==> config.mk <==
export PLATFORM = sky130hd
export DESIGN_NAME = mips_regfile
export DESIGN_NICKNAME = d
export VERILOG_FILES = /design/src/mips_regfile.sv
export SDC_FILE = /design/constraint.sdc
export NUM_CORES = 2
export LEC_CHECK = 0
export BUFFER_PORTS_ARGS = -buffer_cell sky130_fd_sc_hd__buf_2
export CORE_MARGIN = 5
export CORE_UTILIZATION = 30
export CTS_CLUSTER_SIZE = 24
export DETAILED_ROUTE_END_ITERATION = 8
export PLACE_DENSITY = 0.49
export SYNTH_ARGS = -nofsm -noshare
export SYNTH_HDL_FRONTEND = slang
export SYNTH_SLANG_ARGS = --single-unit
export TNS_END_PERCENT = 100
==> constraint.sdc <==
create_clock -name clk -period 4.5 [get_ports clk]
set_input_delay 0.9 -clock clk [delete_from_list [all_inputs] [get_ports clk]]
set_output_delay 0.9 -clock clk [all_outputs]
set_load 0.02 [all_outputs]
==> src/mips_regfile.sv <==
`timescale 1ns/1ps

module mips_regfile (
  input  logic        clk,
  input  logic        reset,
  input  logic        clk_enable,
  input  logic [4:0]  rs_addr,
  input  logic [4:0]  rt_addr,
  input  logic [4:0]  rd_addr,
  input  logic        write_en,
  input  logic [31:0] write_data,
  output logic [31:0] rs_val,
  output logic [31:0] rt_val,
  output logic [31:0] register_v0
);

  // Entry 0 exists but is never written
  logic [31:0] regs [0:31];

  always_ff @(posedge clk)
  begin
    if (reset)
    begin
      for (int i = 0; i < 32; i++)
      begin
        regs[i] <= '0;
      end
    end
    else if (clk_enable && write_en && (rd_addr != 5'd0))
    begin
      regs[rd_addr] <= write_data;
    end
  end

  // Combinational reads straight from the array
  assign rs_val = regs[rs_addr];
  assign rt_val = regs[rt_addr];

  // $v0 tap for the outside world
  assign register_v0 = regs[2];

  // $zero keeps its reset value through every write
  a_zero_reg: assert property (
    @(posedge clk) disable iff (reset)
    ((rs_addr != 5'd0) || (rs_val == '0)) && ((rt_addr != 5'd0) || (rt_val == '0))
  );

endmodule

## Word-level counts from Yosys, hierarchy flattened

Memories as Yosys holds them, arrays and structs flattened.
Index checks and enable logic that the tools add are counted.

| word-level totals | value |
|---|---|
| flip-flop bits (word level) | 0 |
| logic and storage cells | 13 |
| memories | 1 |
| RAM bits | 1024 |
| bits of input ports | 51 |
| output and inout port bits | 96 |

Memory list:

| name | depth | width | rd ports | clocked after Yosys merged registers in | write ports | line | text |
|---|---|---|---|---|---|---|---|
| regs | 32 | 32 | 3 | 0 | 32 | 18 | `logic [31:0] regs [0:31];` |

| operators by class | value |
|---|---|
| muxes and demuxes | 8 |
| reductions and logical operators | 4 |

Operators with widths:

| kind | count |
|---|---|
| 32-bit 2-to-1 mux | 1 |
| 32-bit OR reduction | 1 |
| 1-bit 2-to-1 mux | 6 |
| 5-bit 2-to-1 mux | 1 |
| 5-bit nonzero test | 1 |
| 1-bit logical AND | 2 |

## Longest topological paths before layout

| depth | value |
|---|---|
| word-level depth | 7 |
| depth in mapped cells | 8 |
| depth with buffers taken out | 5 |

## Least setup slack after synthesis

OpenSTA, ideal clock, no wires.

| path | value |
|---|---|
| path kind | input -> output |
| from | input rt_addr[1] |
| to | output rt_val[25] |
| buffers on the path | 4 |
| stages on the path | 8 |
| arrival | 2.104 ns |
| setup slack | 1.496 ns |
| data required time | 3.600 ns |
| path through | buf_4 buf_6 buf_6 buf_6 mux2i_1 a22oi_1 a31oi_1 nand3_1 |

| on the way | value |
|---|---|
| word-level cells in the longest chain between the ends | 1 |

RTL lines:

| what | line | text |
|---|---|---|
| from (decl) | 8 | `input logic [4:0] rt_addr,` |
| memory 32 x 32 bit | -- |  |
| to (decl) | 13 | `output logic [31:0] rt_val,` |

Every way passes these cells.

## Final worst setup path

| path | value |
|---|---|
| from | input rs_addr[2] |
| to | output rs_val[21] |

| on the way | value |
|---|---|
| word-level cells in the longest chain between the ends | 1 |

RTL lines:

| what | line | text |
|---|---|---|
| from (decl) | 7 | `input logic [4:0] rs_addr,` |
| memory 32 x 32 bit | -- |  |
| to (decl) | 12 | `output logic [31:0] rs_val,` |

Every way passes these cells.

==> flow_summary.toml <==
[route]
drcViolationCount = 0
route.antenna.remaining_nets = 0
vias_per_cell = 5.37
route.vias.total = 39000
dr.pass1.iters = 6
post_drt_wl_per_cell_um = 30.9
drt_first_iter_violations = 3883
totalWireLength_mm = 225

[logic_synthesis]
synthAdderAreaFrac_pct = 0
multiplexer_area_fraction_after_synthesis_pct = 18.3
yosys.area_share.simple_pct = 15.8
syn_inst = 4604
synth_xor_xnor_area_share_pct = 0
synth_area_sq_mm = 0.0561
synth-edff-count = 1024
ys_seq_area_share_pct = 54.8
synth-compound-area-share_pct = 7.00
synth_top_family_by_area = "multiplexers"
synthesis.yosys.warnings = 0
async_reset_ff_share_pct = 0
synth.avg_cell_area_sq_um = 12.2
netlist_cell_types = 32
yosys_most_used_dff = "sky130_fd_sc_hd__edfxtp_1"
synth-seq-cells = 1024

[timing]
final.hold.worst_slack_ns = 0.750
maxSlewHeadroom_pct = 34.8
rsz0062_at_grt = "false"
final_period_minus_worst_setup_slack_ns = 4.01
postLayoutSetupSlackWorst_ns = 0.490
min_period_over_period_pct = 89.1
worst_slew_pin_slew_ns = 0.974
maxClockFrequency_mhz = 249
drv_slew = 0
hold_viol_final = 0
setup_total_negative_slack_ns = 0
setup_violations = 0

[cts]
ctsLongestPathBuffers = 3
postCtsSetupRepairBufs = 0
ctsHtreeMaxLevel = 3
worst_path_clk_slew_ns = 0.06
post_cts_resize_count = 0
holdBufCountCts = 0
cts_sinks = 1024
cts_inserted_buffers = 116
tritoncts_clock_tree = "yes"
cts_root_buf = "sky130_fd_sc_hd__clkbuf_16"

[global_routing]
grt_antenna_before_repair = 27
first_global_vias = 39200
use_met3_pct = 2.44
grt.overflow.total = 0
grt_pass1_wl_mm = 311
grt_util_all_layers_pct = 22.1
global_route.peak_usage_layer = "met2"
gr-usage-met1_pct = 28.7
grt_util_met2_pct = 37.9
grt_start_max_net_pins = 64

[flow_run]
maxCapViolations = 0

[pwr]
worst_ir_drop_vdd_v = 0.000295
total_power_mw = 23.6
power.density_cell_area_mw_per_mm2 = 368
static-leakage-power_nw = 24.8

[floorplanning]
boundaryPins = 147
floorplan.core_area_sq_mm = 0.186
die_area_sq_mm = 0.196
dieHeight_um = 442
die_w_um = 442
initial_cell_density_of_the_core_pct = 30.2
fp-row-count = 158

[placed_design]
gp_congestion = 0.825
placed_cells_incl_taps = 7035
dp_hpwl_mm = 132
dpl-instance-area_sq_mm = 0.0605
dp_worst_setup_slack_ns = 0.450
port-buffer-count = 146

[final_layout]
largest_register_ff_count = 1024
largest_registers = "regs x1024"
post_route_cells_drive_above_1_share_pct = 12.7
utilization_pct = 34.5
max_flop_register = "regs"
fin_nets = 4724
final_cell_area_sq_mm = 0.0641
layout.cells.non_filler = 7265
final_cell_mix = "sky130_fd_sc_hd__mux2i_1 (1024), sky130_fd_sc_hd__edfxtp_1 (1024), sky130_fd_sc_hd__and2_1 (992)"
layout-area-overhead-vs-synth_pct = 14.3

[critical_path]
worst_setup_path_start_kind = "input pin"
worst_setup_path_end_kind = "output port"
worstSetupPathType = "in2out"
worst_ep_arrival_time_ns = 3.11
crit_path_max_fanout = 26
worst_ep_required_time_ns = 3.60

[hold_path]
holdCritPathClass = "in2reg"

[run_status]
outcome = "finished clean"
==> worst max-delay path, cell delays in order <==
cell and delay (ns):
sky130_fd_sc_hd__buf_2 0.17, sky130_fd_sc_hd__nor2b_4 0.47, sky130_fd_sc_hd__buf_4 0.45, sky130_fd_sc_hd__a22o_1 0.20, sky130_fd_sc_hd__nor3_1 0.06, sky130_fd_sc_hd__a31oi_1 0.33
sky130_fd_sc_hd__nand3_1 0.27, sky130_fd_sc_hd__buf_2 0.24
==> Yosys cell counts, types with 10 or more instances <==
master / count / area [sq um]
sky130_fd_sc_hd__edfxtp_1: 1024 / 30700
sky130_fd_sc_hd__mux2i_1: 1024 / 10200
sky130_fd_sc_hd__and2_1: 994 / 6220
sky130_fd_sc_hd__clkbuf_1: 212 / 796
sky130_fd_sc_hd__nand2_1: 196 / 736
sky130_fd_sc_hd__nand3_1: 193 / 966
sky130_fd_sc_hd__a21oi_1: 192 / 961
sky130_fd_sc_hd__a22oi_1: 192 / 1440
sky130_fd_sc_hd__a22o_1: 128 / 1120
sky130_fd_sc_hd__buf_2: 71 / 355
sky130_fd_sc_hd__buf_4: 65 / 488
sky130_fd_sc_hd__a31oi_1: 64 / 400
sky130_fd_sc_hd__nor3_1: 64 / 320
sky130_fd_sc_hd__clkbuf_2: 43 / 215
sky130_fd_sc_hd__or2_2: 33 / 206
sky130_fd_sc_hd__buf_6: 30 / 338
sky130_fd_sc_hd__buf_1: 21 / 78.8
sky130_fd_sc_hd__nor2_1: 15 / 56.3
sky130_fd_sc_hd__nor2_2: 10 / 62.6
sky130_fd_sc_hd__nor2_4: 10 / 113
==> report_power, final <==
part           internal, mW  switching [mW]
logic                 0.998            2.00
registers              11.0           0.289
clock network          5.22            4.09
total                  17.2            6.37
==> logic make-up (layout without fill, tap and decap cells) <==
group	Yosys count	in the layout
mux	1024	1024
simple gates	1534	1534
buf+inv	445	582
other cells	1	45
flops	1024	1024
compound gates	576	576
==> final timing paths <==
kind       start          to  cells past startpoint
max   rs_addr[2]  rs_val[21]                      8
min        reset  regs[0][1]                      2
==> per-layer routing <==
layer / vias to the layer above / routed length, um
met2: 1488 / 109000
met5: - / 12
met3: 366 / 12900
met4: 2 / 9050
met1: 20100 / 93100
li1: 17000 / -
==> final cells by class <==
cell class | instances | area (sq um)
antenna | 13 | 32.5
tap | 2480 | 3100
fill | 18100 | 122000
clock inverter | 70 | 494
sequential | 1024 | 30700
timing repair buffer | 365 | 3250
multi-input combinational | 3166 | 23400
clock buffer | 147 | 3130
Note: power is estimated with default switching activity, not from simulation.
