--- src/mips_pkg.sv ---
package mips_pkg;

  // First fetch address after reset
  localparam logic [31:0] RESET_VECTOR = 32'hBFC0_0000;
  // Link register for jal
  localparam logic [4:0] REG_RA = 5'd31;

  // Primary opcodes kept in the subset
  typedef enum logic [5:0] {
    OP_SPECIAL = 6'h00,
    OP_J       = 6'h02,
    OP_JAL     = 6'h03,
    OP_BEQ     = 6'h04,
    OP_BNE     = 6'h05,
    OP_ADDIU   = 6'h09,
    OP_SLTI    = 6'h0A,
    OP_SLTIU   = 6'h0B,
    OP_ANDI    = 6'h0C,
    OP_ORI     = 6'h0D,
    OP_XORI    = 6'h0E,
    OP_LUI     = 6'h0F,
    OP_LB      = 6'h20,
    OP_LW      = 6'h23,
    OP_LBU     = 6'h24,
    OP_SB      = 6'h28,
    OP_SW      = 6'h2B
  } opcode_e;

  // SPECIAL function codes
  typedef enum logic [5:0] {
    FN_SLL   = 6'h00,
    FN_SRL   = 6'h02,
    FN_SRA   = 6'h03,
    FN_JR    = 6'h08,
    FN_MFHI  = 6'h10,
    FN_MFLO  = 6'h12,
    FN_MULTU = 6'h19,
    FN_ADDU  = 6'h21,
    FN_SUBU  = 6'h23,
    FN_AND   = 6'h24,
    FN_OR    = 6'h25,
    FN_XOR   = 6'h26,
    FN_NOR   = 6'h27,
    FN_SLT   = 6'h2A,
    FN_SLTU  = 6'h2B
  } funct_e;

  // One fetched word, three overlapping views
  typedef union packed {
    struct packed {
      opcode_e    op;
      logic [4:0] rs;
      logic [4:0] rt;
      logic [4:0] rd;
      logic [4:0] shamt;
      funct_e     funct;
    } r;
    struct packed {
      opcode_e     op;
      logic [4:0]  rs;
      logic [4:0]  rt;
      logic [15:0] imm;
    } i;
    struct packed {
      opcode_e     op;
      logic [25:0] target;
    } j;
  } instr_t;

  typedef enum logic [3:0] {
    ALU_ADD, ALU_SUB, ALU_AND, ALU_OR, ALU_XOR, ALU_NOR,
    ALU_SLT, ALU_SLTU, ALU_SLL, ALU_SRL, ALU_SRA, ALU_LUI
  } alu_op_e;

  // Register write source; link is PC+8
  typedef enum logic [2:0] {WB_ALU, WB_MEM, WB_LINK, WB_HI, WB_LO} wb_src_e;

  typedef enum logic [2:0] {MEM_NONE, MEM_LW, MEM_LB, MEM_LBU, MEM_SW, MEM_SB} mem_op_e;

  typedef enum logic [2:0] {BR_NONE, BR_BEQ, BR_BNE, BR_J, BR_JR} branch_e;

  typedef struct packed {
    alu_op_e    alu_op;
    logic       alu_src_imm;
    logic       imm_zero_ext;
    logic       reg_write;
    logic [4:0] dest_reg;
    wb_src_e    wb_src;
    mem_op_e    mem_op;
    branch_e    branch;
    logic       hilo_write;
  } ctrl_t;

  typedef struct packed {
    logic [31:0] rs_val;
    logic [31:0] rt_val;
    logic [31:0] imm32;
    logic [4:0]  shamt;
  } operands_t;

  typedef struct packed {
    logic        valid;
    logic [31:0] target;
  } redirect_t;

  typedef struct packed {
    logic [31:0] pc_plus4;
    logic [31:0] pc_plus8;
  } fetch_t;

endpackage
--- src/mips_decode.sv ---
`timescale 1ns/1ps

module mips_decode (
  input  mips_pkg::instr_t    instr,
  input  logic                active,
  input  logic [31:0]         rs_val,
  input  logic [31:0]         rt_val,
  output logic [4:0]          rs_addr,
  output logic [4:0]          rt_addr,
  output mips_pkg::ctrl_t     ctrl,
  output mips_pkg::operands_t operands
);

  import mips_pkg::*;

  // Source fields sit at the same place in R and I forms
  assign rs_addr = instr.r.rs;
  assign rt_addr = instr.r.rt;

  always_comb
  begin
    // Defaults: no writes, no memory, I-type destination
    ctrl          = '0;
    ctrl.alu_op   = ALU_ADD;
    ctrl.wb_src   = WB_ALU;
    ctrl.mem_op   = MEM_NONE;
    ctrl.branch   = BR_NONE;
    ctrl.dest_reg = instr.i.rt;

    case (instr.r.op)
      OP_SPECIAL:
      begin
        ctrl.dest_reg  = instr.r.rd;
        ctrl.reg_write = 1'b1;
        case (instr.r.funct)
          FN_SLL:  ctrl.alu_op = ALU_SLL;
          FN_SRL:  ctrl.alu_op = ALU_SRL;
          FN_SRA:  ctrl.alu_op = ALU_SRA;
          FN_ADDU: ctrl.alu_op = ALU_ADD;
          FN_SUBU: ctrl.alu_op = ALU_SUB;
          FN_AND:  ctrl.alu_op = ALU_AND;
          FN_OR:   ctrl.alu_op = ALU_OR;
          FN_XOR:  ctrl.alu_op = ALU_XOR;
          FN_NOR:  ctrl.alu_op = ALU_NOR;
          FN_SLT:  ctrl.alu_op = ALU_SLT;
          FN_SLTU: ctrl.alu_op = ALU_SLTU;
          FN_MFHI: ctrl.wb_src = WB_HI;
          FN_MFLO: ctrl.wb_src = WB_LO;
          FN_JR:
          begin
            ctrl.reg_write = 1'b0;
            ctrl.branch    = BR_JR;
          end
          FN_MULTU:
          begin
            ctrl.reg_write  = 1'b0;
            ctrl.hilo_write = 1'b1;
          end
          // Unknown function code retires as a no-op
          default: ctrl.reg_write = 1'b0;
        endcase
      end
      OP_J:   ctrl.branch = BR_J;
      OP_JAL:
      begin
        ctrl.branch    = BR_J;
        ctrl.reg_write = 1'b1;
        ctrl.dest_reg  = REG_RA;
        ctrl.wb_src    = WB_LINK;
      end
      OP_BEQ: ctrl.branch = BR_BEQ;
      OP_BNE: ctrl.branch = BR_BNE;
      OP_ADDIU, OP_SLTI, OP_SLTIU, OP_ANDI, OP_ORI, OP_XORI, OP_LUI:
      begin
        ctrl.alu_src_imm = 1'b1;
        ctrl.reg_write   = 1'b1;
        case (instr.i.op)
          OP_SLTI:  ctrl.alu_op = ALU_SLT;
          OP_SLTIU: ctrl.alu_op = ALU_SLTU;
          OP_ANDI:  ctrl.alu_op = ALU_AND;
          OP_ORI:   ctrl.alu_op = ALU_OR;
          OP_XORI:  ctrl.alu_op = ALU_XOR;
          OP_LUI:   ctrl.alu_op = ALU_LUI;
          default:  ctrl.alu_op = ALU_ADD;
        endcase
        // Logical immediates are zero extended
        ctrl.imm_zero_ext = (instr.i.op == OP_ANDI) || (instr.i.op == OP_ORI)
                            || (instr.i.op == OP_XORI);
      end
      OP_LW, OP_LB, OP_LBU:
      begin
        ctrl.alu_src_imm = 1'b1;
        ctrl.reg_write   = 1'b1;
        ctrl.wb_src      = WB_MEM;
        ctrl.mem_op      = (instr.i.op == OP_LW) ? MEM_LW
                         : (instr.i.op == OP_LB) ? MEM_LB : MEM_LBU;
      end
      OP_SW, OP_SB:
      begin
        ctrl.alu_src_imm = 1'b1;
        ctrl.mem_op      = (instr.i.op == OP_SW) ? MEM_SW : MEM_SB;
      end
      default: ;
    endcase

    // Halted core retires nothing
    if (!active)
    begin
      ctrl.reg_write  = 1'b0;
      ctrl.hilo_write = 1'b0;
      ctrl.mem_op     = MEM_NONE;
      ctrl.branch     = BR_NONE;
    end
  end

  assign operands.rs_val = rs_val;
  assign operands.rt_val = rt_val;
  assign operands.shamt  = instr.r.shamt;
  assign operands.imm32  = ctrl.imm_zero_ext ? {16'b0, instr.i.imm}
                                             : {{16{instr.i.imm[15]}}, instr.i.imm};

endmodule

--- config.mk ---
export PLATFORM = sky130hd
export DESIGN_NAME = mips_decode
export DESIGN_NICKNAME = d
export VERILOG_FILES = /design/src/mips_pkg.sv /design/src/mips_decode.sv
export SDC_FILE = /design/constraint.sdc
export NUM_CORES = 1
export LEC_CHECK = 0
export BUFFER_PORTS_ARGS = -buffer_cell sky130_fd_sc_hd__buf_4
export CAP_MARGIN = 10
export CORE_AREA = 2 2 89 91
export DETAILED_ROUTE_END_ITERATION = 8
export DIE_AREA = 0 0 91 93
export GPL_TIMING_DRIVEN = 0
export SYNTH_ARGS = -nofsm -noshare
export SYNTH_HDL_FRONTEND = slang
export SYNTH_SLANG_ARGS = --single-unit
--- constraint.sdc ---
create_clock -name vclk -period 2.23
set_input_delay 0.3345 -clock vclk [all_inputs]
set_output_delay 0.3345 -clock vclk [all_outputs]
set_load 0.02 [all_outputs]
=== After elaboration in Yosys (flattened, before gate mapping) ===
Index checks and enable logic that the tools add are counted.

* Register bits: 0
* Bits of input ports: 97
* Output and inout port bits: 133
* Word-level logic and storage cells: 62

* Equal/unequal tests: 30
* Mux-type cells: 21
* Reductions and logical operators: 11

{| class="wikitable"
|+ Operators by type and width
! operator !! number
|-
| $eq A6 B6 Y1 const B || 13
|-
| $eq A6 B4 Y1 const B || 8
|-
| $pmux W4 S10 || 1
|-
| $mux W32 || 1
|-
| $eq A6 B2 Y1 const B || 4
|-
| $pmux W4 S6 || 1
|-
| $eq A6 B5 Y1 const B || 3
|-
| $reduce_or A13 Y1 || 1
|-
| $eq A6 B3 Y1 const B || 2
|-
| $logic_not A6 Y1 || 2
|-
| $pmux W3 S2 || 2
|-
| $pmux W3 S4 || 1
|-
| $reduce_or A12 Y1 || 1
|-
| $reduce_or A11 Y1 || 1
|-
| $pmux W5 S2 || 1
|-
| $pmux W3 S3 || 1
|-
| $mux W1 || 8
|-
| $pmux W4 S2 || 1
|-
| $mux W7 || 1
|-
| $reduce_or A7 Y1 || 1
|-
| $reduce_or A2 Y1 || 2
|-
| $mux W3 || 1
|-
| $reduce_or A3 Y1 || 1
|-
| $logic_or A1 B1 Y1 || 2
|-
| 2 further kinds || 2
|}

=== Longest topological paths before layout ===
* Depth in word-level cells: 5
* Depth in mapped cells: 6
* Mapped depth without buffers: 4

=== Worst setup path before layout ===
Ideal clock, no wire load.

* Path type: input to output
* Start point: in instr[26] (netlist name)
* End point: out operands[22] (netlist name)
* Data arrival time: 2.195 ns
* Slack: -0.299 ns
* Cell stages on the path: 5
* Cell sequence: buf_2 and2_1 nor4_1 nor2b_1 buf_4

{| class="wikitable"
|+ RTL lines
! item !! line !! text
|-
| start: declaration || mips_decode.sv:4 || <nowiki>input mips_pkg::instr_t instr,</nowiki>
|-
| end: declaration || mips_decode.sv:11 || <nowiki>output mips_pkg::operands_t operands</nowiki>
|}

==> results.toml <==
[final_layout]
area_growth_pct = 86.8
clkbuf_count = 0
area.sequential_um2 = 0
diodes = 0
flops_and_latches = 0
drive_above_1_share_pct = 76.9
design_area_um2 = 2730
nets = 462

[routing]
drt_iter0_drc = 24
wire_per_inst_um = 10.8
vias = 1808
antenna_left = 0
viasPerCell = 3.89
routed_wl_mm = 5.01
drc = 0
dr.pass1.iters = 4

[setup_path]
arrival_ps = 1690
start_kind = "input pin"
cp_max_fo = 16
crit_required_ps = 1900
path_class = "input pin to primary output"
end_kind = "primary output"

[synthesis]
synth.area.top_cells = "buf_4 57%, nand2_1 4.4%, nand3_1 3.4%"
ys_warn_count = 0
synth_nets = 309
synth.most_common_cell = "buf_4"
seq_area_frac_synth_pct = 0
synth_cells = 212
synth_common_cells = "111 x buf_4, 17 x nand2_1, 10 x nand3_1"
synth_top_area_share_pct = 57.0
yosysTopAreaCell = "buf_4"
synth_cell_types = 36
syn_avg_cell_area_um2 = 6.90
syn-cell-area_um2 = 1460

[timing]
tns_ps = 0
timing.slew.headroom_pct = 61.2
hold_ws_ps = 866
fin_crit_ps = 2020
rsz0062_at_grt = "false"
worstMarginPinSlew_ps = 579
timing.fmax_mhz = 495
setup_violations = 0
finalCritPeriodShare_pct = 90.6
timing.final.max_slew_violations = 0
finalHoldViolCount = 0

[power_and_ir_drop]
swShare_pct = 47.7
peakVddDrop_mv = 0.104
clockPowerShare_pct = 0
p_sw_mw = 0.293
p_int_mw = 0.322
p_per_area_nw_per_um2 = 225
pwr-share-seq_pct = 0
leakage_nw = 1.50
power_frac_comb_pct = 100.0

[global_route]
grt_max_degree = 17
grt_pass1_wl_mm = 7.31
grt_pass1_vias = 1559
antenna_found_initial = 0
globalRouteTotalUtil_pct = 10.0
grt_remaining_overflow = 0

[floorplan]
dieArea_um2 = 8460
core_area_um2 = 7530
die_h_um = 93
ios = 230
row_count = 32
floorplan.initialDensity_pct = 19.4
die_w_um = 91

[placement]
port_buffers = 151
placed_area_um2 = 2730
place.gp.congestion = 0.773
dp_hpwl_mm = 4.49

[clock_tree]
cts.hold.buffers_added = 0
cts_repair_resize_count = 0
post-cts-setup-buffer-count = 0

[hold_path]
hold_path.startpoint = "rt_val[14]"
hold_depth = 2
hold_class = "input pin to primary output"
holdPathEnd = "operands[51]"

[outcome]
outcome = "complete, no violations"

[flow_run]
drv_cap = 0
## worst max-delay path by stage
| stage | startpoint | endpoint | slack, ps | cells past startpoint |
|---|---|---|---|---|
| floorplan | instr[26] | operands[22] | 150 | 5 |
| detailed placement | instr[28] | operands[31] | 180 | 7 |
| finish | instr[28] | operands[32] | 210 | 7 |
| global route | instr[28] | operands[30] | 50 | 7 |
| global placement | instr[28] | operands[32] | 220 | 7 |
| CTS | instr[28] | operands[31] | 170 | 7 |
## per-stage QoR
step / cells / power (mW) / util [%] / setup slack, ps
global route: 465 / 0.652 / 36.3 / 52.1
floorplan: 212 / 0.388 / - / 151
finish: 465 / 0.615 / 36.3 / 209
detailed placement: 465 / 0.620 / 36.3 / 184
global placement: 465 / 0.616 / 36.3 / 221
CTS: 465 / 0.620 / 36.3 / 174
## layer usage
layer,routed length [um],vias up,GRT usage [%],part of all wire [%]
li1,-,905,-,-
met1,1610,770,10.1,32
met2,2690,131,20.9,54
met3,712,2,3.14,14
met4,6,0,0.126,0.12
met5,0,-,0,0
## area by class of cell
cell class	count	area, um^2
repair buffers	151	1130
inverters	2	7.51
plain buffers	119	885
fillers	791	4790
well taps	102	128
multi-input cells	91	579
## power by group through the flow
stage	Clock, mW	Sequential, mW	Combinational (mW)
floorplan	0	0	0.388
global placement	0	0	0.616
detailed placement	0	0	0.620
CTS	0	0	0.620
global route	0	0	0.652
finish	0	0	0.615
## worst max-delay path, cell delays in order
cell and delay [ps]:
buf_4 130, buf_2 170, nand2_1 160, nor4_2 80, nor2b_2 480, buf_4 200
buf_4 130
## placed cells by master, fill, tap and decap left out, types with 3 or more instances in the layout
cell	synthesis	final
buf_4	111	262
nand2_1	17	17
nand3_1	10	10
nor2_1	8	8
o21ai_0	7	7
a21oi_1	7	7
buf_2	5	5
nor3_1	4	4
nor4_2	3	4
nor3b_1	3	3
nand2b_1	3	3
nand3b_1	3	3
## cell families (layout without fill, tap and decap cells)
family,Yosys count,count (layout),share of synthesized area [%]
and+or+nand+nor,65,65,26.0
xor gates and xnor gates,1,1,0.599
AOI/OAI and AO/OA,24,24,11.7
buffers and inverters,121,272,61.0
muxes,1,1,0.684
(Power assumes the default switching activity.)
