**src/mips_pkg.sv**
```systemverilog
package mips_pkg;

  // First fetch address after reset
  localparam logic [31:0] RESET_VECTOR = 32'hBFC0_0000;
  // Link register for jal
  localparam logic [4:0] REG_RA = 5'd31;

  // Primary opcodes kept in the subset
  typedef enum logic [5:0] {
    OP_SPECIAL = 6'h00,
    OP_J       = 6'h02,
    OP_JAL     = 6'h03,
    OP_BEQ     = 6'h04,
    OP_BNE     = 6'h05,
    OP_ADDIU   = 6'h09,
    OP_SLTI    = 6'h0A,
    OP_SLTIU   = 6'h0B,
    OP_ANDI    = 6'h0C,
    OP_ORI     = 6'h0D,
    OP_XORI    = 6'h0E,
    OP_LUI     = 6'h0F,
    OP_LB      = 6'h20,
    OP_LW      = 6'h23,
    OP_LBU     = 6'h24,
    OP_SB      = 6'h28,
    OP_SW      = 6'h2B
  } opcode_e;

  // SPECIAL function codes
  typedef enum logic [5:0] {
    FN_SLL   = 6'h00,
    FN_SRL   = 6'h02,
    FN_SRA   = 6'h03,
    FN_JR    = 6'h08,
    FN_MFHI  = 6'h10,
    FN_MFLO  = 6'h12,
    FN_MULTU = 6'h19,
    FN_ADDU  = 6'h21,
    FN_SUBU  = 6'h23,
    FN_AND   = 6'h24,
    FN_OR    = 6'h25,
    FN_XOR   = 6'h26,
    FN_NOR   = 6'h27,
    FN_SLT   = 6'h2A,
    FN_SLTU  = 6'h2B
  } funct_e;

  // One fetched word, three overlapping views
  typedef union packed {
    struct packed {
      opcode_e    op;
      logic [4:0] rs;
      logic [4:0] rt;
      logic [4:0] rd;
      logic [4:0] shamt;
      funct_e     funct;
    } r;
    struct packed {
      opcode_e     op;
      logic [4:0]  rs;
      logic [4:0]  rt;
      logic [15:0] imm;
    } i;
    struct packed {
      opcode_e     op;
      logic [25:0] target;
    } j;
  } instr_t;

  typedef enum logic [3:0] {
    ALU_ADD, ALU_SUB, ALU_AND, ALU_OR, ALU_XOR, ALU_NOR,
    ALU_SLT, ALU_SLTU, ALU_SLL, ALU_SRL, ALU_SRA, ALU_LUI
  } alu_op_e;

  // Register write source; link is PC+8
  typedef enum logic [2:0] {WB_ALU, WB_MEM, WB_LINK, WB_HI, WB_LO} wb_src_e;

  typedef enum logic [2:0] {MEM_NONE, MEM_LW, MEM_LB, MEM_LBU, MEM_SW, MEM_SB} mem_op_e;

  typedef enum logic [2:0] {BR_NONE, BR_BEQ, BR_BNE, BR_J, BR_JR} branch_e;

  typedef struct packed {
    alu_op_e    alu_op;
    logic       alu_src_imm;
    logic       imm_zero_ext;
    logic       reg_write;
    logic [4:0] dest_reg;
    wb_src_e    wb_src;
    mem_op_e    mem_op;
    branch_e    branch;
    logic       hilo_write;
  } ctrl_t;

  typedef struct packed {
    logic [31:0] rs_val;
    logic [31:0] rt_val;
    logic [31:0] imm32;
    logic [4:0]  shamt;
  } operands_t;

  typedef struct packed {
    logic        valid;
    logic [31:0] target;
  } redirect_t;

  typedef struct packed {
    logic [31:0] pc_plus4;
    logic [31:0] pc_plus8;
  } fetch_t;

endpackage
```
**src/mips_execute.sv**
```systemverilog
`timescale 1ns/1ps

module mips_execute (
  input  logic                clk,
  input  logic                reset,
  input  logic                clk_enable,
  input  mips_pkg::ctrl_t     ctrl,
  input  mips_pkg::operands_t operands,
  input  mips_pkg::fetch_t    fetch,
  input  mips_pkg::instr_t    instr,
  output logic [31:0]         alu_result,
  output mips_pkg::redirect_t redirect,
  output logic [31:0]         hi,
  output logic [31:0]         lo
);

  import mips_pkg::*;

  logic [31:0] op_a;
  logic [31:0] op_b;
  logic        operands_equal;
  logic [31:0] branch_target;
  logic [31:0] jump_target;
  logic [63:0] product;

  assign op_a = operands.rs_val;
  // Immediate or rt as the second operand
  assign op_b = ctrl.alu_src_imm ? operands.imm32 : operands.rt_val;

  always_comb
  begin
    case (ctrl.alu_op)
      ALU_ADD:  alu_result = op_a + op_b;
      ALU_SUB:  alu_result = op_a - op_b;
      ALU_AND:  alu_result = op_a & op_b;
      ALU_OR:   alu_result = op_a | op_b;
      ALU_XOR:  alu_result = op_a ^ op_b;
      ALU_NOR:  alu_result = ~(op_a | op_b);
      ALU_SLT:  alu_result = {31'b0, $signed(op_a) < $signed(op_b)};
      ALU_SLTU: alu_result = {31'b0, op_a < op_b};
      // Shifts act on rt by shamt
      ALU_SLL:  alu_result = op_b << operands.shamt;
      ALU_SRL:  alu_result = op_b >> operands.shamt;
      ALU_SRA:  alu_result = $unsigned($signed(op_b) >>> operands.shamt);
      ALU_LUI:  alu_result = {operands.imm32[15:0], 16'b0};
      default:  alu_result = op_a + op_b;
    endcase
  end

  // Compare on the raw register values
  assign operands_equal = (operands.rs_val == operands.rt_val);

  // Relative to the delay slot address
  assign branch_target = fetch.pc_plus4 + {operands.imm32[29:0], 2'b00};
  // Region bits from PC+4
  assign jump_target = {fetch.pc_plus4[31:28], instr.j.target, 2'b00};

  always_comb
  begin
    redirect.valid  = 1'b0;
    redirect.target = branch_target;
    case (ctrl.branch)
      BR_BEQ: redirect.valid = operands_equal;
      BR_BNE: redirect.valid = !operands_equal;
      BR_J:
      begin
        redirect.valid  = 1'b1;
        redirect.target = jump_target;
      end
      BR_JR:
      begin
        redirect.valid  = 1'b1;
        redirect.target = operands.rs_val;
      end
      default: ;
    endcase
  end

  // Unsigned 32x32 product
  assign product = {32'b0, operands.rs_val} * {32'b0, operands.rt_val};

  always_ff @(posedge clk)
  begin
    if (reset)
    begin
      hi <= '0;
      lo <= '0;
    end
    else if (clk_enable && ctrl.hilo_write)
    begin
      hi <= product[63:32];
      lo <= product[31:0];
    end
  end

endmodule

```
**config.mk**
```make
export PLATFORM = sky130hd
export DESIGN_NAME = mips_execute
export DESIGN_NICKNAME = d
export VERILOG_FILES = /design/src/mips_pkg.sv /design/src/mips_execute.sv
export SDC_FILE = /design/constraint.sdc
export NUM_CORES = 2
export LEC_CHECK = 0
export ABC_CLOCK_PERIOD_IN_PS = 15100
export BUFFER_PORTS_ARGS = -buffer_cell sky130_fd_sc_hd__buf_2
export CAP_MARGIN = 20
export CORE_MARGIN = 1.5
export CORE_UTILIZATION = 30
export CTS_CLUSTER_DIAMETER = 80
export CTS_CLUSTER_SIZE = 8
export DETAILED_ROUTE_END_ITERATION = 6
export SLEW_MARGIN = 20
export SYNTH_ARGS = -nofsm -noshare
export SYNTH_HDL_FRONTEND = slang
export SYNTH_SLANG_ARGS = --single-unit
```
**constraint.sdc**
```tcl
create_clock -name clk -period 15.1 [get_ports clk]
set_clock_uncertainty 0.05 [all_clocks]
set_input_delay 0.755 -clock clk [delete_from_list [all_inputs] [get_ports clk]]
set_output_delay 0.755 -clock clk [all_outputs]
set_load 0.1 [all_outputs]
```
# == Word level (Yosys, flattened, before mapping) ==
# Index checks and enable logic that the tools add are counted.
# W data, S select, Z words.
# totals
ff_bits,64
in_bits,222
out_inout_bits,129
wordCells,38
# op_classes
n_addsub,3
multipliers,1
magnitude_cmp,2
n_eq_ne,16
shift,3
n_mux,4
bitwise_logic,4
n_reduce_logical,3
# op_table
cell,count
$pmux W32 S11,1
$add A32 B32 Y32,2
$lt A32 B32 Y1,2
$mul A32 B32 Y64,1
$pmux W32 S2,1
$and A32 B32 Y32,1
$eq A32 B32 Y1,1
$mux W32,1
$not A32 Y32,1
$or A32 B32 Y32,1
$shl A32 B5 Y32,1
$shr A32 B5 Y32,1
$sshr A32 B5 Y32,1
$sub A32 B32 Y32,1
$xor A32 B32 Y32,1
$eq A4 B3 Y1 const B,4
$eq A4 B4 Y1 const B,4
$eq A4 B2 Y1 const B,2
$eq A3 B2 Y1 const B,2
$eq A4 B1 Y1 const B,1
$eq A3 B1 Y1 const B,1
$eq A3 B3 Y1 const B,1
$pmux W1 S3,1
$reduce_or A2 Y1,1
2 further kinds,2

# == Depth between registers and ports, before layout ==
# logic_depth
word_depth,4
ltp_mapped,31
ltp_nobuf,28

# == Worst setup path after synthesis ==
# No wires, ideal clock.
# synth_path
path_kind,input-to-reg
startpoint,in operands[45] in the netlist's numbering
endpoint,reg hi[31]
setup_ns,0.121
arrival_time_ns,7.715
setup_slack_ns,7.215
stages,26
path_buffers,3
path_cell_list,clkbuf_1 -> clkbuf_1 -> nand2_1 -> fa_1 -> inv_1 -> fa_1 -> inv_1 -> fa_1 -> inv_1 -> fa_1 -> fa_1 -> inv_1 -> fa_1 -> fa_1 -> fa_1 -> inv_1 -> ha_1 -> clkbuf_1 -> nand4_1 -> a2111o_1 -> a21oi_1 -> o21ai_1 -> o21ai_0 -> a31oi_1 -> o22ai_1 -> mux2_2
# synth_between
elab_chain_len,1
# synth_rtl
item,line,text
from (decl),mips_execute.sv:8,"input mips_pkg::operands_t operands,"
$mul A32 B32 Y64,mips_execute.sv:80,"assign product = {32'b0, operands.rs_val} * {32'b0, operands.rt_val};"
to (signal assigned),mips_execute.sv:91,hi <= product[63:32];
to (decl),mips_execute.sv:13,"output logic [31:0] hi,"
# No other way between the ends.
# A chain may end at the register's enable or synchronous reset.

# == Final worst setup path ==
# layout_path
startpoint,in operands[45] in the netlist's numbering
endpoint,reg hi[22]
# Same word-level chain as after synthesis.

==> results.md <==
* Residual DRC at 0
* WHS at 0.3973 ns
* Total congestion overflow at 0
* Dpl cells at about 7.9k
* Starting density of the core at around 30%
* Yosys cell types at 91
* Routed Antenna Nets at 0
* DR vias at 42.38k
* Final min period at 9.447 ns
* Reg-to-reg critical path endpoint: hi[31]
* Die area at around 160,000 um^2
* IO Port Bufs at between 200 and 300
* DRT iter0 DRCs at 3,686
* Post-DP HPWL at 137.9 mm
* Number of synthesized flops with an enable pin at 0
* Post-Synthesis Cell Area at a little under 50,000 um^2
* Worst hold path type: flip-flop to flip-flop
* RePlAce Congestion at around 0.96
* Worst Setup Path Type: primary input to flip-flop
* Max_cap viols at 0
* Number of global-route vias before repair at roughly 44k
* Critical Path Fanout Max at 38
* CP startpoint kind: primary input
* Max-slew violations at 0
* Initial antenna violation count at 11
* Clock-pin slew on the worst setup and hold paths at around 0.060 ns
* Most common cell in the netlist: inv_1
* Final Cycle Share at a little over three fifths
* WL per Instance at approximately 23 um
* Top FF cell, synth: dfxtp_1
* Die Span Y at just over 400 um
* Core ar. at between 150,000 and 200,000 um^2
* Drt via density at between 5 and 6
* Number of synthesized register bits at 64
* Yosys top cell by area: fa_1
* Cell Rows at approximately 150
* Clock latency on the worst-skew pair at between 0.3 and 0.4 ns
* Worst Hold Launch: lo[30]
* Worst path buffer plus inverter count at 6
* GRT Total Usage at approximately 22%
* Crit-path most repeated cell: fa_1
* Clock Tree Buf Depth at 2
* Critical path arrival at 9.63 ns
* Mapped Nets at between 7k and 8k
* Hold Buf Count CTS at 0
* I/O pins at about 350
* Sequential Area at approximately 1300 um^2
* Layout area overhead at 7.145%
* Fmax at ~0.11 GHz
* Final hold vios at 0
* FILL cells at between 15k and 20k
* Clock root buffer master: clkbuf_16
* Largest net degree at the start of global routing at 73
* Final Util at roughly a third
* Synth top cells by count: inv_1, fa_1, nand2_1, and2_1, ha_1
* Seq/Total Area, Yosys at between 2 and 3%
* Layout net count at 7,287
* R2R setup slack at about 14 ns
* Hold path depth at 2
* Post-CTS setup buffers at 0
* Share of the synthesized area in the top cell type at a little under two fifths
* Final setup fails at 0
* RSZ-0062 raised after global routing: no
* Layout cells sized above 1 at a little under a tenth
* Die Wd at 404.3 um
* Final setup TNS at 0 ns
* Actual slew at the worst max-slew pin at between 1 and 1.5 ns
* Worst R2R Path Depth at 3
* Post-Syn Area per Cell at between 8 and 9 um^2
* Initial DRT Pass Iterations at 7
* CP top delay family: adder cells
* Synth top area cells: fa_1, ha_1, inv_1
* First-pass GRT wire length at approximately 270 mm
* CTS resizes at 0
* Worst r2r src: hi[31]
* TritonCTS clock tree: done
* Cells after Synth at ~5.8k
* Slowest cell on the critical path: a2111oi_0
* CP required at 15.29 ns
* WL final at between 150 and 200 mm
* Ys Warns at 0
* Ys async rst share at 0%
* Clk sinks at 64
* H-tree lvl count at 3
* Critical path's largest stage delay at roughly 1.1 ns
* Worst hold endpoint: lo[30]
* Crit path capture type: flip-flop
* Relative slew slack at around 18%
* Area occupied by multi-input gates at roughly 42,000 um^2
* Post-route insts no fill at between 7k and 8k
* CTS Buf Count at 9
* Outcome: finished, final reports clean
==> through the flow <==
step	setup WS [ns]	instance area (um^2)
2_1_floorplan	7.215	48310
3_3_place_gp	5.712	51400
3_5_place_dp	5.667	51400
4_1_cts	6.026	51760
5_1_grt	5.535	51760
6_report	5.653	51760
==> layer usage <==
| layer | share of wire (%) | GRT usage, % | up-vias |
|---|---|---|---|
| met3 | 8.6 | 3.766 | 389 |
| met5 | 0.029 | 0 | - |
| met2 | 46 | 35.67 | 1992 |
| li1 | - | - | 18311 |
| met4 | 4.3 | 8.218 | 8 |
| met1 | 41 | 29.56 | 21681 |
==> worst min-delay path: cells and delay by family, from the launching register on <==
family | cells | cell delay, ns
AOI/OAI and AO/OA | 1 | 0.05
DFF | 1 | 0.30
and+or+nand+nor | 1 | 0.05
==> cell usage in the layout, fill, tap and decap left out, types with 23 or more instances in the layout <==
cell and instances:
o31ai_1 25, a21oi_1 282, buf_4 63, a221oi_1 23
a211oi_1 42, xor2_1 30, o211ai_1 29, ha_1 424
mux4_2 70, dfxtp_1 64, mux2_2 39, nand3_1 51
a22oi_1 37, nor2_1 219, mux2i_1 76, a31oi_1 24
a21o_1 55, o21ai_0 197, fa_1 899, nand4_1 41
nor3_1 44, inv_1 1000, nand2_1 706, o21bai_1 31
and2_1 594, buf_2 297, xnor2_1 60
==> flip-flops by register name, indices dropped and copies added (netlist names) <==
register	count
lo	32
hi	32
==> layout make-up <==
| type | count | share of cell area, % |
|---|---|---|
| flip-flops and latches | 64 | 2.475 |
| repair buffers | 360 | 3.785 |
| diodes | 3 | 0.01450 |
| multi-input cells | 4301 | 80.53 |
| inverters | 1006 | 7.295 |
| clock buffers | 10 | 0.4617 |
| clock inverters | 6 | 0.2224 |
| well taps | 2160 | 5.221 |
==> logic make-up (layout without fill, tap and decap cells) <==
kind of cell | after synthesis | after routing | synth area share (%)
AOI/OAI and AO/OA | 923 | 923 | 12.45
other | 0 | 3 | 0
muxes | 188 | 188 | 5.832
adders and majority gates | 1323 | 1323 | 48.23
buffers and inverters | 1404 | 1382 | 11.14
DFF | 64 | 64 | 2.652
xor gates and xnor gates | 90 | 90 | 1.632
and+or+nand+nor | 1777 | 1777 | 18.07
==> worst max-delay path by stage <==
stage | from | endpoint | slack (ns) | cells past startpoint
after floorplan | operands[45] | hi[31] | 7.21 | 26
after global placement | operands[80] | hi[22] | 5.71 | 25
after detailed placement | operands[45] | hi[22] | 5.67 | 26
after CTS | operands[80] | hi[22] | 6.03 | 25
after global routing | operands[80] | hi[22] | 5.54 | 25
final | operands[45] | hi[22] | 5.65 | 26
Power is left out: the tool's default activity adds up to more than one toggle a clock period on the data nets, which glitch-free logic cannot reach.
