`config.mk`:
```
export PLATFORM = sky130hd
export DESIGN_NAME = mips_fetch
export DESIGN_NICKNAME = d
export VERILOG_FILES = /design/src/mips_pkg.sv /design/src/mips_fetch.sv
export SDC_FILE = /design/constraint.sdc
export NUM_CORES = 1
export LEC_CHECK = 0
export ABC_AREA = 1
export ABC_CLOCK_PERIOD_IN_PS = 4200
export BUFFER_PORTS_ARGS = -buffer_cell sky130_fd_sc_hd__clkbuf_2
export CORE_UTILIZATION = 55
export DETAILED_ROUTE_END_ITERATION = 16
export GPL_TIMING_DRIVEN = 0
export PLACE_DENSITY = 0.86
export SLEW_MARGIN = 5
export SYNTH_ARGS = -nofsm -noshare
export SYNTH_HDL_FRONTEND = slang
export SYNTH_SLANG_ARGS = --single-unit
```
`constraint.sdc`:
```
create_clock -name clk -period 4.2 [get_ports clk]
set_clock_uncertainty 0.15 [all_clocks]
set_input_delay 0.21 -clock clk [delete_from_list [all_inputs] [get_ports clk]]
set_output_delay 0.21 -clock clk [all_outputs]
set_load 0.05 [all_outputs]
```
`src/mips_pkg.sv`:
```
package mips_pkg;

  // First fetch address after reset
  localparam logic [31:0] RESET_VECTOR = 32'hBFC0_0000;
  // Link register for jal
  localparam logic [4:0] REG_RA = 5'd31;

  // Primary opcodes kept in the subset
  typedef enum logic [5:0] {
    OP_SPECIAL = 6'h00,
    OP_J       = 6'h02,
    OP_JAL     = 6'h03,
    OP_BEQ     = 6'h04,
    OP_BNE     = 6'h05,
    OP_ADDIU   = 6'h09,
    OP_SLTI    = 6'h0A,
    OP_SLTIU   = 6'h0B,
    OP_ANDI    = 6'h0C,
    OP_ORI     = 6'h0D,
    OP_XORI    = 6'h0E,
    OP_LUI     = 6'h0F,
    OP_LB      = 6'h20,
    OP_LW      = 6'h23,
    OP_LBU     = 6'h24,
    OP_SB      = 6'h28,
    OP_SW      = 6'h2B
  } opcode_e;

  // SPECIAL function codes
  typedef enum logic [5:0] {
    FN_SLL   = 6'h00,
    FN_SRL   = 6'h02,
    FN_SRA   = 6'h03,
    FN_JR    = 6'h08,
    FN_MFHI  = 6'h10,
    FN_MFLO  = 6'h12,
    FN_MULTU = 6'h19,
    FN_ADDU  = 6'h21,
    FN_SUBU  = 6'h23,
    FN_AND   = 6'h24,
    FN_OR    = 6'h25,
    FN_XOR   = 6'h26,
    FN_NOR   = 6'h27,
    FN_SLT   = 6'h2A,
    FN_SLTU  = 6'h2B
  } funct_e;

  // One fetched word, three overlapping views
  typedef union packed {
    struct packed {
      opcode_e    op;
      logic [4:0] rs;
      logic [4:0] rt;
      logic [4:0] rd;
      logic [4:0] shamt;
      funct_e     funct;
    } r;
    struct packed {
      opcode_e     op;
      logic [4:0]  rs;
      logic [4:0]  rt;
      logic [15:0] imm;
    } i;
    struct packed {
      opcode_e     op;
      logic [25:0] target;
    } j;
  } instr_t;

  typedef enum logic [3:0] {
    ALU_ADD, ALU_SUB, ALU_AND, ALU_OR, ALU_XOR, ALU_NOR,
    ALU_SLT, ALU_SLTU, ALU_SLL, ALU_SRL, ALU_SRA, ALU_LUI
  } alu_op_e;

  // Register write source; link is PC+8
  typedef enum logic [2:0] {WB_ALU, WB_MEM, WB_LINK, WB_HI, WB_LO} wb_src_e;

  typedef enum logic [2:0] {MEM_NONE, MEM_LW, MEM_LB, MEM_LBU, MEM_SW, MEM_SB} mem_op_e;

  typedef enum logic [2:0] {BR_NONE, BR_BEQ, BR_BNE, BR_J, BR_JR} branch_e;

  typedef struct packed {
    alu_op_e    alu_op;
    logic       alu_src_imm;
    logic       imm_zero_ext;
    logic       reg_write;
    logic [4:0] dest_reg;
    wb_src_e    wb_src;
    mem_op_e    mem_op;
    branch_e    branch;
    logic       hilo_write;
  } ctrl_t;

  typedef struct packed {
    logic [31:0] rs_val;
    logic [31:0] rt_val;
    logic [31:0] imm32;
    logic [4:0]  shamt;
  } operands_t;

  typedef struct packed {
    logic        valid;
    logic [31:0] target;
  } redirect_t;

  typedef struct packed {
    logic [31:0] pc_plus4;
    logic [31:0] pc_plus8;
  } fetch_t;

endpackage
```
`src/mips_fetch.sv`:
```
`timescale 1ns/1ps

module mips_fetch (
  input  logic                clk,
  input  logic                reset,
  input  logic                clk_enable,
  input  mips_pkg::redirect_t redirect,
  output logic [31:0]         pc,
  output mips_pkg::fetch_t    fetch,
  output logic                active
);

  import mips_pkg::*;

  // Target waiting for the delay slot to retire
  logic        pending_valid;
  logic [31:0] pending_target;
  logic [31:0] pc_next;

  assign fetch.pc_plus4 = pc + 32'd4;
  assign fetch.pc_plus8 = pc + 32'd8;

  // Pending target wins over sequential flow
  assign pc_next = pending_valid ? pending_target : fetch.pc_plus4;

  always_ff @(posedge clk)
  begin
    if (reset)
    begin
      pc            <= RESET_VECTOR;
      pending_valid <= 1'b0;
      active        <= 1'b1;
    end
    else if (clk_enable)
    begin
      pc            <= pc_next;
      pending_valid <= redirect.valid;
      // Halt once address 0 has been fetched
      if (pc == 32'd0)
      begin
        active <= 1'b0;
      end
    end
  end

  // Target register only loads when a redirect is taken
  always_ff @(posedge clk)
  begin
    if (clk_enable && redirect.valid)
    begin
      pending_target <= redirect.target;
    end
  end

  // No branch or jump inside a delay slot
  a_no_nested_redirect: assert property (
    @(posedge clk) disable iff (reset)
    (clk_enable && pending_valid) |-> !redirect.valid
  );

endmodule

```
Word-level counts from Yosys, hierarchy flattened
Cells that the tools add are included.
Storage, ports and cells
  bits of input ports: 36
  word-level logic and storage cells: 10
  register bits: 66
Cells by class
  mux-type cells: 1
  add/subtract/negate cells: 2
  reduce and logical (&&, ||, !) cells: 3
Operators by type and width (number)
  32-bit by 3-bit adder with 32-bit output, second input constant: 1
  32-bit by 4-bit adder with 32-bit output, second input constant: 1
  32-bit logical NOT: 1
  32-bit two-way mux: 1
  2-bit AND reduction: 1
  1-bit logical AND: 1

Longest topological paths before layout
Gate-level depths: netlist of the first run.
  depth in word-level cells: 2
  gate-level depth with buffers: 11
  mapped depth without buffers: 11

Worst setup path after synthesis of the first run
Ideal clock, no wire load.
  path kind: reg2reg
  start point: register pc[4]
  end point: register pc[7]
  buffers on the path: 0
  clock period less this slack: 3115 ps
  setup time: 70 ps
  setup slack: 1085 ps
  data required time: 3980 ps
  cell stages (with the launch flop): 8
  arrival: 2895 ps
  path through: dfxtp_1 ha_1 nand3_1 xor2_1 nand2_1 o21ai_0 a21oi_1 nor2_1
RTL lines
  start, declared: line mips_fetch.sv:8  | output logic [31:0] pc,
  start signal, assigned: line mips_fetch.sv:36  | pc <= pc_next;

==> run metrics, run 1 <==
GRT overflow=0; Post-Route WL=13300 um; Max Clk Rate=365 MHz; Sequential Area=1640 um^2; fin. max-slew vios=0; final layout net count=725; clock sink count=66; die height=87.0 um; DR iter-0 viols=296; num rows=30; remaining antenna violation count=0; Max stage delay on crit path=0.51 ns; hold crit path type=input pin to flip-flop; vias in the first global route=4196; final period utilization=65.3%; Synth Area in Compound Gates=8.07%; Synth Cell Area=3970 um^2; number of synthesized register bits=66; Req. time, crit path=3.84 ns; min cycle time layout=2.74 ns; Synth Area per Inst=7.80 um^2; Final setup viols=0; CP max FO=6; Via-to-Cell Ratio=5.38; Setup CP Type=flip-flop to output port; Initial DRT Pass Iterations=6; Placed Instance Area=4750 um^2; simple-gate share of the synthesized area=30.2%; Pwr Total=1.70 mW; R2R Setup Slk=2.14 ns; Post-DP HPWL=9260 um; most frequent cells in the layout=nand2_1, clkbuf_2, inv_1; Bufs and invs on worst path=2; first-pass GRT wire length=20400 um; Worst-path clk slew=0.09 ns; crit-path cells=ha_1 > inv_1 > nor2_2 > nand2_2 > nor2_4 > nand2_1 > nor2_1 > xor2_1 > clkbuf_2; Worst Tran Pin Value=0.805 ns; initial antenna violation count=0; worst vdd ir=0.000269 V; TritonCTS clock tree=built; slowest CP cell=dfxtp_1; Core Region=6870 um^2; worst skew pair latency=0.36 ns; RSZ-0062 raised after global routing=no; startpoint types=flip-flop; Design Area, Final=5280 um^2; cell leakage power=2.45 nW; Clock Path Buffers=2; most common cell after layout, fill and taps aside=nand2_1; DR DRC count=0; cell family with most CP delay=simple AND/OR/NAND/NOR gates; Fin. Hold Viols=0; Post-synth EDFFs=32; Post-Synthesis Cells=509; I/O Buffers=132; Initial Util=57.8%; area of the multi-input gates=1950 um^2; routability congestion estimate=0.935; yosys warns=0; vias=4225; post-layout util=76.9%; largest net degree at the start of global routing=33; Post-synth top flop=dfxtp_1; largest family of logic cells by synthesized area=simple AND/OR/NAND/NOR gates; Wirelength per Cell=17.0 um; Synthesized Nets=549; Max Cap Viol=0; Seq/Total Area, Yosys=41.3%; max_slew headroom=46.3%; I/O pin cnt=133; total global-route track usage=36.7%; asr flop ratio synth=0%; CTS root buf=clkbuf_8; final setup TNS=0 ns; CTS buffer count=9; CP arrival=2.38 ns; Die W=87.0 um; status=finished clean; Netlist cell types=33; Die Area=7560 um^2; xor/xnor share of the synthesized area=9.58%; H-tree lvl count=3; FILL cells=509; multiplexer share of the synthesized area=0%; layout cell share with drive strength beyond 1=29.3%; diode count=0; post-synthesis adder-cell area fraction=1.26%; CP endpoint kind=output port; area grow syn2layout=33.1%; PwrDens=321 nW/um^2; post-CTS setup buffer count=0; post-CTS sizing=0
state kept, by name, indices dropped and copies added, names as in the netlist:
| register | cells |
|---|---|
| pending_target | 32 |
| active | 1 |
| pc | 32 |
| pending_valid | 1 |
synthesized netlist by cell type, types with 4 or more instances:
cell type / number / area [um^2]
nand2_1: 141 / 529
inv_1: 61 / 229
nor2_1: 40 / 150
xor2_1: 35 / 307
dfxtp_1: 34 / 681
edfxtp_1: 32 / 961
nand3_1: 23 / 115
a21oi_1: 16 / 80.1
o21ai_0: 14 / 70.1
buf_4: 11 / 82.6
nor2_2: 10 / 62.6
a221oi_1: 9 / 78.8
clkbuf_1: 9 / 33.8
nand2_2: 9 / 56.3
nor2_4: 9 / 101
and2_1: 7 / 43.8
nand4_1: 6 / 37.5
nor4_1: 6 / 37.5
a31oi_1: 5 / 31.3
a22o_1: 4 / 35.0
ha_1: 4 / 50.1
xor2_2: 4 / 65.1
cells by family (layout without fill, tap and decap cells):
family / count (synthesis) / count (layout)
and+or+nand+nor: 258 / 258
buffers and inverters: 89 / 270
DFF: 66 / 66
AOI/OAI and AO/OA: 52 / 52
xor gates and xnor gates: 40 / 40
adders and majority gates: 4 / 4
final cells by class:
class,count,area share [%]
clock buffers,9,2.34
flip-flops and latches,66,31.1
well taps,96,2.27
multi-input cells,354,36.9
inverters,64,4.55
clock inverters,7,1.47
plain buffers,25,2.63
repair buffers,165,18.8
metrics by stage:
| stage | worst slack, ns | hold slack [ns] | cells |
|---|---|---|---|
| final | 1.46 | 0.0355 | 786 |
| after global routing | 1.32 | 0.0553 | 786 |
| after CTS | 1.47 | 0.00994 | 786 |
| after detailed placement | 1.66 | 0.239 | 737 |
| after global placement | 1.74 | 0.237 | 737 |
| after floorplan | 1.09 | 0.159 | 509 |
per-layer routing:
layer / GRT usage, % / vias to the layer above / routed length, um
li1: - / 1973 / -
met1: 42.3 / 1959 / 5120
met2: 64.0 / 242 / 6590
met3: 9.48 / 51 / 1130
met4: 16.5 / 0 / 477
met5: 0 / - / 0
tightest hold or removal path, stage by stage:
cell,delay (ns)
clkbuf_2,0.13
inv_1,0.10
nand2_1,0.08
path summary, 6_finish.rpt:
check | from | depth (start not counted) | endpoint
setup / recovery | pc[3] | 9 | fetch[25]
hold / removal | reset | 3 | active
setup reg to reg | pc[3] | 10 | pc[24]
hold reg to reg | active | 2 | active
power by group:
group | leakage (nW) | total, mW | internal (mW) | switching, mW
registers | 0.578 | 0.746 | 0.713 | 0.0327
clock network | 0.0998 | 0.560 | 0.278 | 0.282
logic | 1.78 | 0.390 | 0.103 | 0.287
total | 2.45 | 1.70 | 1.09 | 0.602
repair_timing:
| action | in CTS | in global routing |
|---|---|---|
| hold buffers | 33 | 0 |
| hold endpoints to repair | 33 | 0 |
| endpoints found under the setup margin | 0 | 0 |
Power figures use the tool's default switching activity.
==> run 2, diff against run 1 <==
--- a/config.mk
+++ b/config.mk
@@ -5,13 +5,13 @@
 export SDC_FILE = /design/constraint.sdc
 export NUM_CORES = 1
 export LEC_CHECK = 0
-export ABC_AREA = 1
-export ABC_CLOCK_PERIOD_IN_PS = 4200
+export ABC_AREA = 0
+export ABC_CLOCK_PERIOD_IN_PS = 2600
 export BUFFER_PORTS_ARGS = -buffer_cell sky130_fd_sc_hd__clkbuf_2
-export CORE_UTILIZATION = 55
+export CORE_UTILIZATION = 52
 export DETAILED_ROUTE_END_ITERATION = 16
 export GPL_TIMING_DRIVEN = 0
-export PLACE_DENSITY = 0.86
+export PLACE_DENSITY = 0.81
 export SLEW_MARGIN = 5
 export SYNTH_ARGS = -nofsm -noshare
 export SYNTH_HDL_FRONTEND = slang
==> constraint.sdc (replaced) <==
create_clock -name clk -period 2.6 [get_ports clk]
set_clock_uncertainty 0.15 [all_clocks]
set_input_delay 0.13 -clock clk [delete_from_list [all_inputs] [get_ports clk]]
set_output_delay 0.13 -clock clk [all_outputs]
set_load 0.05 [all_outputs]
==> run 2 against run 1 <==
Compared with the run above: the run now ends with negative setup slack left; critical path type unchanged; final cell count is 4.3% lower; critical path depth decreased by 3; non-clock buffer count increased by 36; count of clock-buffer cells in the layout unchanged; register-to-register slack worse by 1.9 ns; flip-flop and latch count stayed put.
==> run metrics, run 2 <==
CP max FO=9; crit-path cells=clkbuf_2 > nand2_1 > or2_2 > nor2_1 > xor2_2 > clkbuf_2; CP endpoint=fetch[45]; RSZ-0062 raised after global routing=yes; Post-synth top flop=dfxtp_1; initial antenna violation count=0; Core Region=7770 um^2; Synth Area per Inst=9.16 um^2; FILL cells=510; cell leakage power=2.73 nW; I/O pin cnt=133; area of the multi-input gates=2710 um^2; hold_sp=clk_enable; Post-Route WL=14500 um; largest cells by area after synthesis=edfxtp_1, dfxtp_1, xnor2_1; worst vdd ir=0.000340 V; remaining antenna violation count=0; Setup CP Type=flip-flop to output port; fin. max-slew vios=0; Via-to-Cell Ratio=5.99; failing checks=negative setup slack; CTS buffer count=9; GRT overflow=0; first-pass GRT wire length=21800 um; Req. time, crit path=2.32 ns; area grow syn2layout=47.1%; Die Area=8430 um^2; final layout net count=685; clock sink count=66; die height=91.8 um; TritonCTS clock tree=built; startpoint types=flip-flop; Initial DRT Pass Iterations=5; most common cell after layout, fill and taps aside=clkbuf_2; cells on worst reg2reg path=6; Die W=91.8 um; Post-Synthesis Cells=458; yosys warns=0; worst skew pair latency=0.37 ns; cell family with most CP delay=simple AND/OR/NAND/NOR gates; CP endpoint kind=output port; num rows=32; Post-DP HPWL=9530 um; Seq/Total Area, Yosys=39.1%; Post-synth EDFFs=32; layout cell share with drive strength beyond 1=42.6%; Critical R2R Capture=pc[21]; Sequential Area=1650 um^2; final setup TNS=-0.0258 ns; I/O Buffers=130; asr flop ratio synth=0%; Clock Path Buffers=2; Largest regs=pc (32), pending_target (32); Synth top area share=22.9%; Crit path top cell by count=clkbuf_2; top-count cell post-synth=nor2_1; status=finished, violations left; slowest CP cell=or2_2; max_slew headroom=45.4%; Wirelength per Cell=19.3 um; PwrDens=492 nW/um^2; Worst path depth=6; min cycle time layout=2.62 ns; total global-route track usage=34.1%; Max stage delay on crit path=0.42 ns; R2R Setup Slk=0.26 ns; commonest cells in the netlist=nor2_1, xnor2_1, nand2_1, dfxtp_1, edfxtp_1; Netlist cell types=58; routability congestion estimate=0.946; Final setup viols=2; largest net degree at the start of global routing=34; DR iter-0 viols=370; H-tree lvl count=3; vias=4507; Worst-path clk slew=0.08 ns; Initial Util=54.0%; vias in the first global route=4245; fin worst setup slack=-0.0226 ns; dominant cell type by area after synthesis=edfxtp_1; Max Clk Rate=381 MHz; Synthesized Nets=498; Fin. Hold Viols=0; CP Launch Point=pc[2]; Placed Instance Area=5250 um^2; CTS root buf=clkbuf_8; Bufs and invs on worst path=2; DR DRC count=0; Pwr Total=3.04 mW; Synth Cell Area=4190 um^2; number of synthesized register bits=66; Max Cap Viol=0; Critical R2R Launch=pending_valid; Worst Tran Pin Value=0.819 ns; CP arrival=2.34 ns; final period utilization=101%; most frequent cells in the layout=clkbuf_2, nand2_1, nor2_1; hold crit path type=input pin to flip-flop; diode count=0; Design Area, Final=6170 um^2
[run 2: cells by family after synthesis]
group                      count (synthesis)  share of synthesized area (%)
and+or+nand+nor                          179                           25.4
AOI/OAI and AO/OA                         81                           12.8
DFF                                       66                           39.1
buffers and inverters                     61                           7.13
xor gates and xnor gates                  57                           11.9
muxes                                     10                           2.45
adders and majority gates                  4                           1.19
[run 2: metrics by stage]
stage                     cells  hold slack, ns  utilization [%]  setup slack, ns
final                       752           0.311             79.4          -0.0226
after global routing        752           0.315             79.4           -0.109
after detailed placement    690           0.159             67.6          -0.0969
after global placement      690           0.157             67.6           -0.239
after CTS                   743           0.290             77.5          -0.0287
after floorplan             458          0.0789                -           -0.142
[run 2: cell type report]
cell class	instances	share of cell area (%)
plain buffers	47	4.24
clock buffers	9	2.01
clock inverters	7	1.62
inverters	11	0.669
multi-input cells	331	43.8
flip-flops and latches	66	26.7
well taps	102	2.07
repair buffers	179	18.8
[run 2: worst min-delay path by stage]
stage	to	cells past startpoint	slack, ns
after detailed placement	pending_target[11]	1	0.16
after CTS	pc[26]	4	0.29
after floorplan	pending_target[0]	0	0.08
after global placement	pending_target[3]	1	0.16
after global routing	pc[26]	4	0.31
final	pc[26]	4	0.31
[run 2: routing by layer]
| layer | vias to the layer above | part of all wire, % | global-route usage, % |
|---|---|---|---|
| li1 | 2012 | - | - |
| met1 | 2134 | 39 | 43.5 |
| met2 | 297 | 48 | 56.6 |
| met3 | 64 | 8.5 | 6.38 |
| met4 | 0 | 3.8 | 14.7 |
| met5 | - | 0 | 0 |
[run 2: tightest hold or removal path: stages]
cell      delay, ns
clkbuf_1       0.22
mux2_2         0.30
a21oi_1        0.07
o21ai_1        0.07
[run 2: report_power, final]
group | switching [mW] | internal, mW | total (mW)
logic | 0.577 | 0.249 | 0.826
registers | 0.0460 | 1.16 | 1.20
clock network | 0.460 | 0.548 | 1.01
[run 2: repair_timing]
item                                    CTS  global route
endpoints found under the setup margin   37            33
buffers inserted                          6            10
resized for setup                        43            40
hold buffers                             33             0
gates cloned                              0             0
endpoints found under the hold margin    34             0
pin swaps                                 6            10
==> run 3, diff against run 2 <==
==> constraint.sdc (replaced) <==
create_clock -name clk -period 2.6 [get_ports clk]
set_clock_uncertainty 0.15 [all_clocks]
set_input_delay 0.26 -clock clk [delete_from_list [all_inputs] [get_ports clk]]
set_output_delay 0.26 -clock clk [all_outputs]
set_load 0.05 [all_outputs]
==> run 3 against run 2 <==
Compared with the run above: the run now ends clean; flip-flop and latch count is the same; critical path depth is the same; clock power shrank 15%; design area grew 5.5%; first-iteration DRC count grew 51%; utilization grew 4.4 points; total power shrank 3.2%; global-route usage grew 1.4 points; combinational power grew 5.1%; via count grew 5.6%; sequential power is essentially flat; die area is the same.
==> run metrics, run 3 (synthesized netlist as in run 2, its figures left out) <==
vias in the first global route=4349; CTS buffer count=9; status=finished clean; cell leakage power=2.88 nW; final period utilization=99.6%; DR DRC count=0; DP Cell Count=690; min cycle time layout=2.59 ns; Worst Hold Endpoint=pc[18]; Req. time, crit path=2.19 ns; initial antenna violation count=0; Worst Tran Pin Value=0.869 ns; largest net degree at the start of global routing=34; die height=91.8 um; Die Area=8430 um^2; max_slew headroom=42.1%; Combinational Power Share=29.5%; worst vdd ir=0.000377 V; total global-route track usage=35.5%; I/O Buffers=130; Post-DP HPWL=9600 um; I/O pin cnt=133; RSZ-0062 raised after global routing=yes; Fin. Hold Viols=0; most common cell after layout, fill and taps aside=clkbuf_2; Bufs and invs on worst path=2; Pwr Total=2.94 mW; Via-to-Cell Ratio=6.19; sequential share of power=41.4%; post-route insts no fill=769; CP endpoint kind=output port; slowest CP cell=dfxtp_2; routability congestion estimate=0.917; startpoint types=flip-flop; vias=4760; PwrDens=451 nW/um^2; Sw Ratio=38.8%; Core Region=7770 um^2; CP arrival=2.18 ns; num rows=32; Max stage delay on crit path=0.40 ns; hold crit path type=input pin to flip-flop; Largest regs=pc (32), pending_target (32); cell family with most CP delay=simple AND/OR/NAND/NOR gates; Critical R2R Launch=pending_valid; H-tree lvl count=3; Final setup viols=0; remaining antenna violation count=0; hold_sp=reset; Setup CP Type=flip-flop to output port; GRT overflow=0; Initial Util=54.0%; final layout net count=702; CTS root buf=clkbuf_8; cells on worst reg2reg path=6; Critical R2R Capture=pc[21]; Clock Path Buffers=2; first-pass GRT wire length=22700 um; clock sink count=66; R2R Setup Slk=0.06 ns; crit-path cells=buf_2 > and3_1 > nand3_4 > nor2_4 > xor2_4 > buf_8; layout cell share with drive strength beyond 1=47.7%; Die W=91.8 um; fin. max-slew vios=0; most frequent cells in the layout=clkbuf_2, buf_4, nor2_1; Psw=1.14 mW; Worst-path clk slew=0.08 ns; Hold Worst Slack=0.110 ns; Max Cap Viol=0; TritonCTS clock tree=built; Wirelength per Cell=20.7 um; area grow syn2layout=55.3%; Max Clk Rate=386 MHz; Worst Hold Path Cells=3; Post-Route WL=15900 um; internal power=1.80 mW; clock network power share=29.1%; Initial DRT Pass Iterations=6; diode count=0; DR iter-0 viols=559; worst skew pair latency=0.36 ns; CP max FO=10
## run 3: cell type report
type | instances | area (um^2)
multi-input combinational | 331 | 2800
sequential | 66 | 1680
timing repair buffer | 200 | 1380
fill | 430 | 1260
buffer | 43 | 297
tap | 102 | 128
clock buffer | 9 | 124
clock inverter | 7 | 61.3
inverter | 11 | 41.3
## run 3: worst max-delay path by stage
stage / cells after the start / slack (ns) / start / end
finish: 6 / 0.01 / pc[18] / fetch[58]
detailed placement: 6 / -0.21 / pc[18] / fetch[24]
CTS: 7 / -0.02 / pc[13] / fetch[29]
global placement: 3 / -0.42 / clk_enable / pending_target[20]
global route: 6 / -0.06 / pc[17] / fetch[24]
floorplan: 6 / -0.08 / pc[3] / fetch[56]
## run 3: worst min-delay path, cell delays in order
cell and delay (ns):
buf_2 0.18, a21o_1 0.11, a21oi_1 0.04
## run 3: stage by stage
step	TNS [ns]	setup WS, ns	util [%]	instance area (um^2)
after floorplan	-0.250	-0.0842	-	4550
after global placement	-14.48	-0.422	68.5	5320
after detailed placement	-1.29	-0.213	68.6	5330
after CTS	-0.0300	-0.0165	80.3	6230
after global routing	-0.324	-0.0572	83.8	6510
final	0	0.0108	83.8	6510
## run 3: power groups by stage
stage	clock network (mW)	registers, mW	logic (mW)
detailed placement	0	1.22	0.755
finish	0.855	1.22	0.868
floorplan	0	1.30	0.491
global placement	0	1.22	0.746
CTS	0.856	1.21	0.822
global route	0.888	1.22	0.899
## run 3: per-layer routing
layer | part of all wire (%) | global-route usage (%) | routed length [um] | vias to the layer above
li1 | - | - | - | 2054
met1 | 35 | 44.5 | 5630 | 2228
met2 | 48 | 59.1 | 7700 | 392
met3 | 12 | 7.88 | 1940 | 86
met4 | 4.1 | 15.0 | 661 | 0
met5 | 0 | 0 | 0 | -
## run 3: what timing repair did
item	CTS	global route
hold buffers	32	0
gates resized for setup	79	51
hold endpoints to repair	32	0
setup buffers	16	22
pin swaps	10	14
setup endpoints to repair	39	37
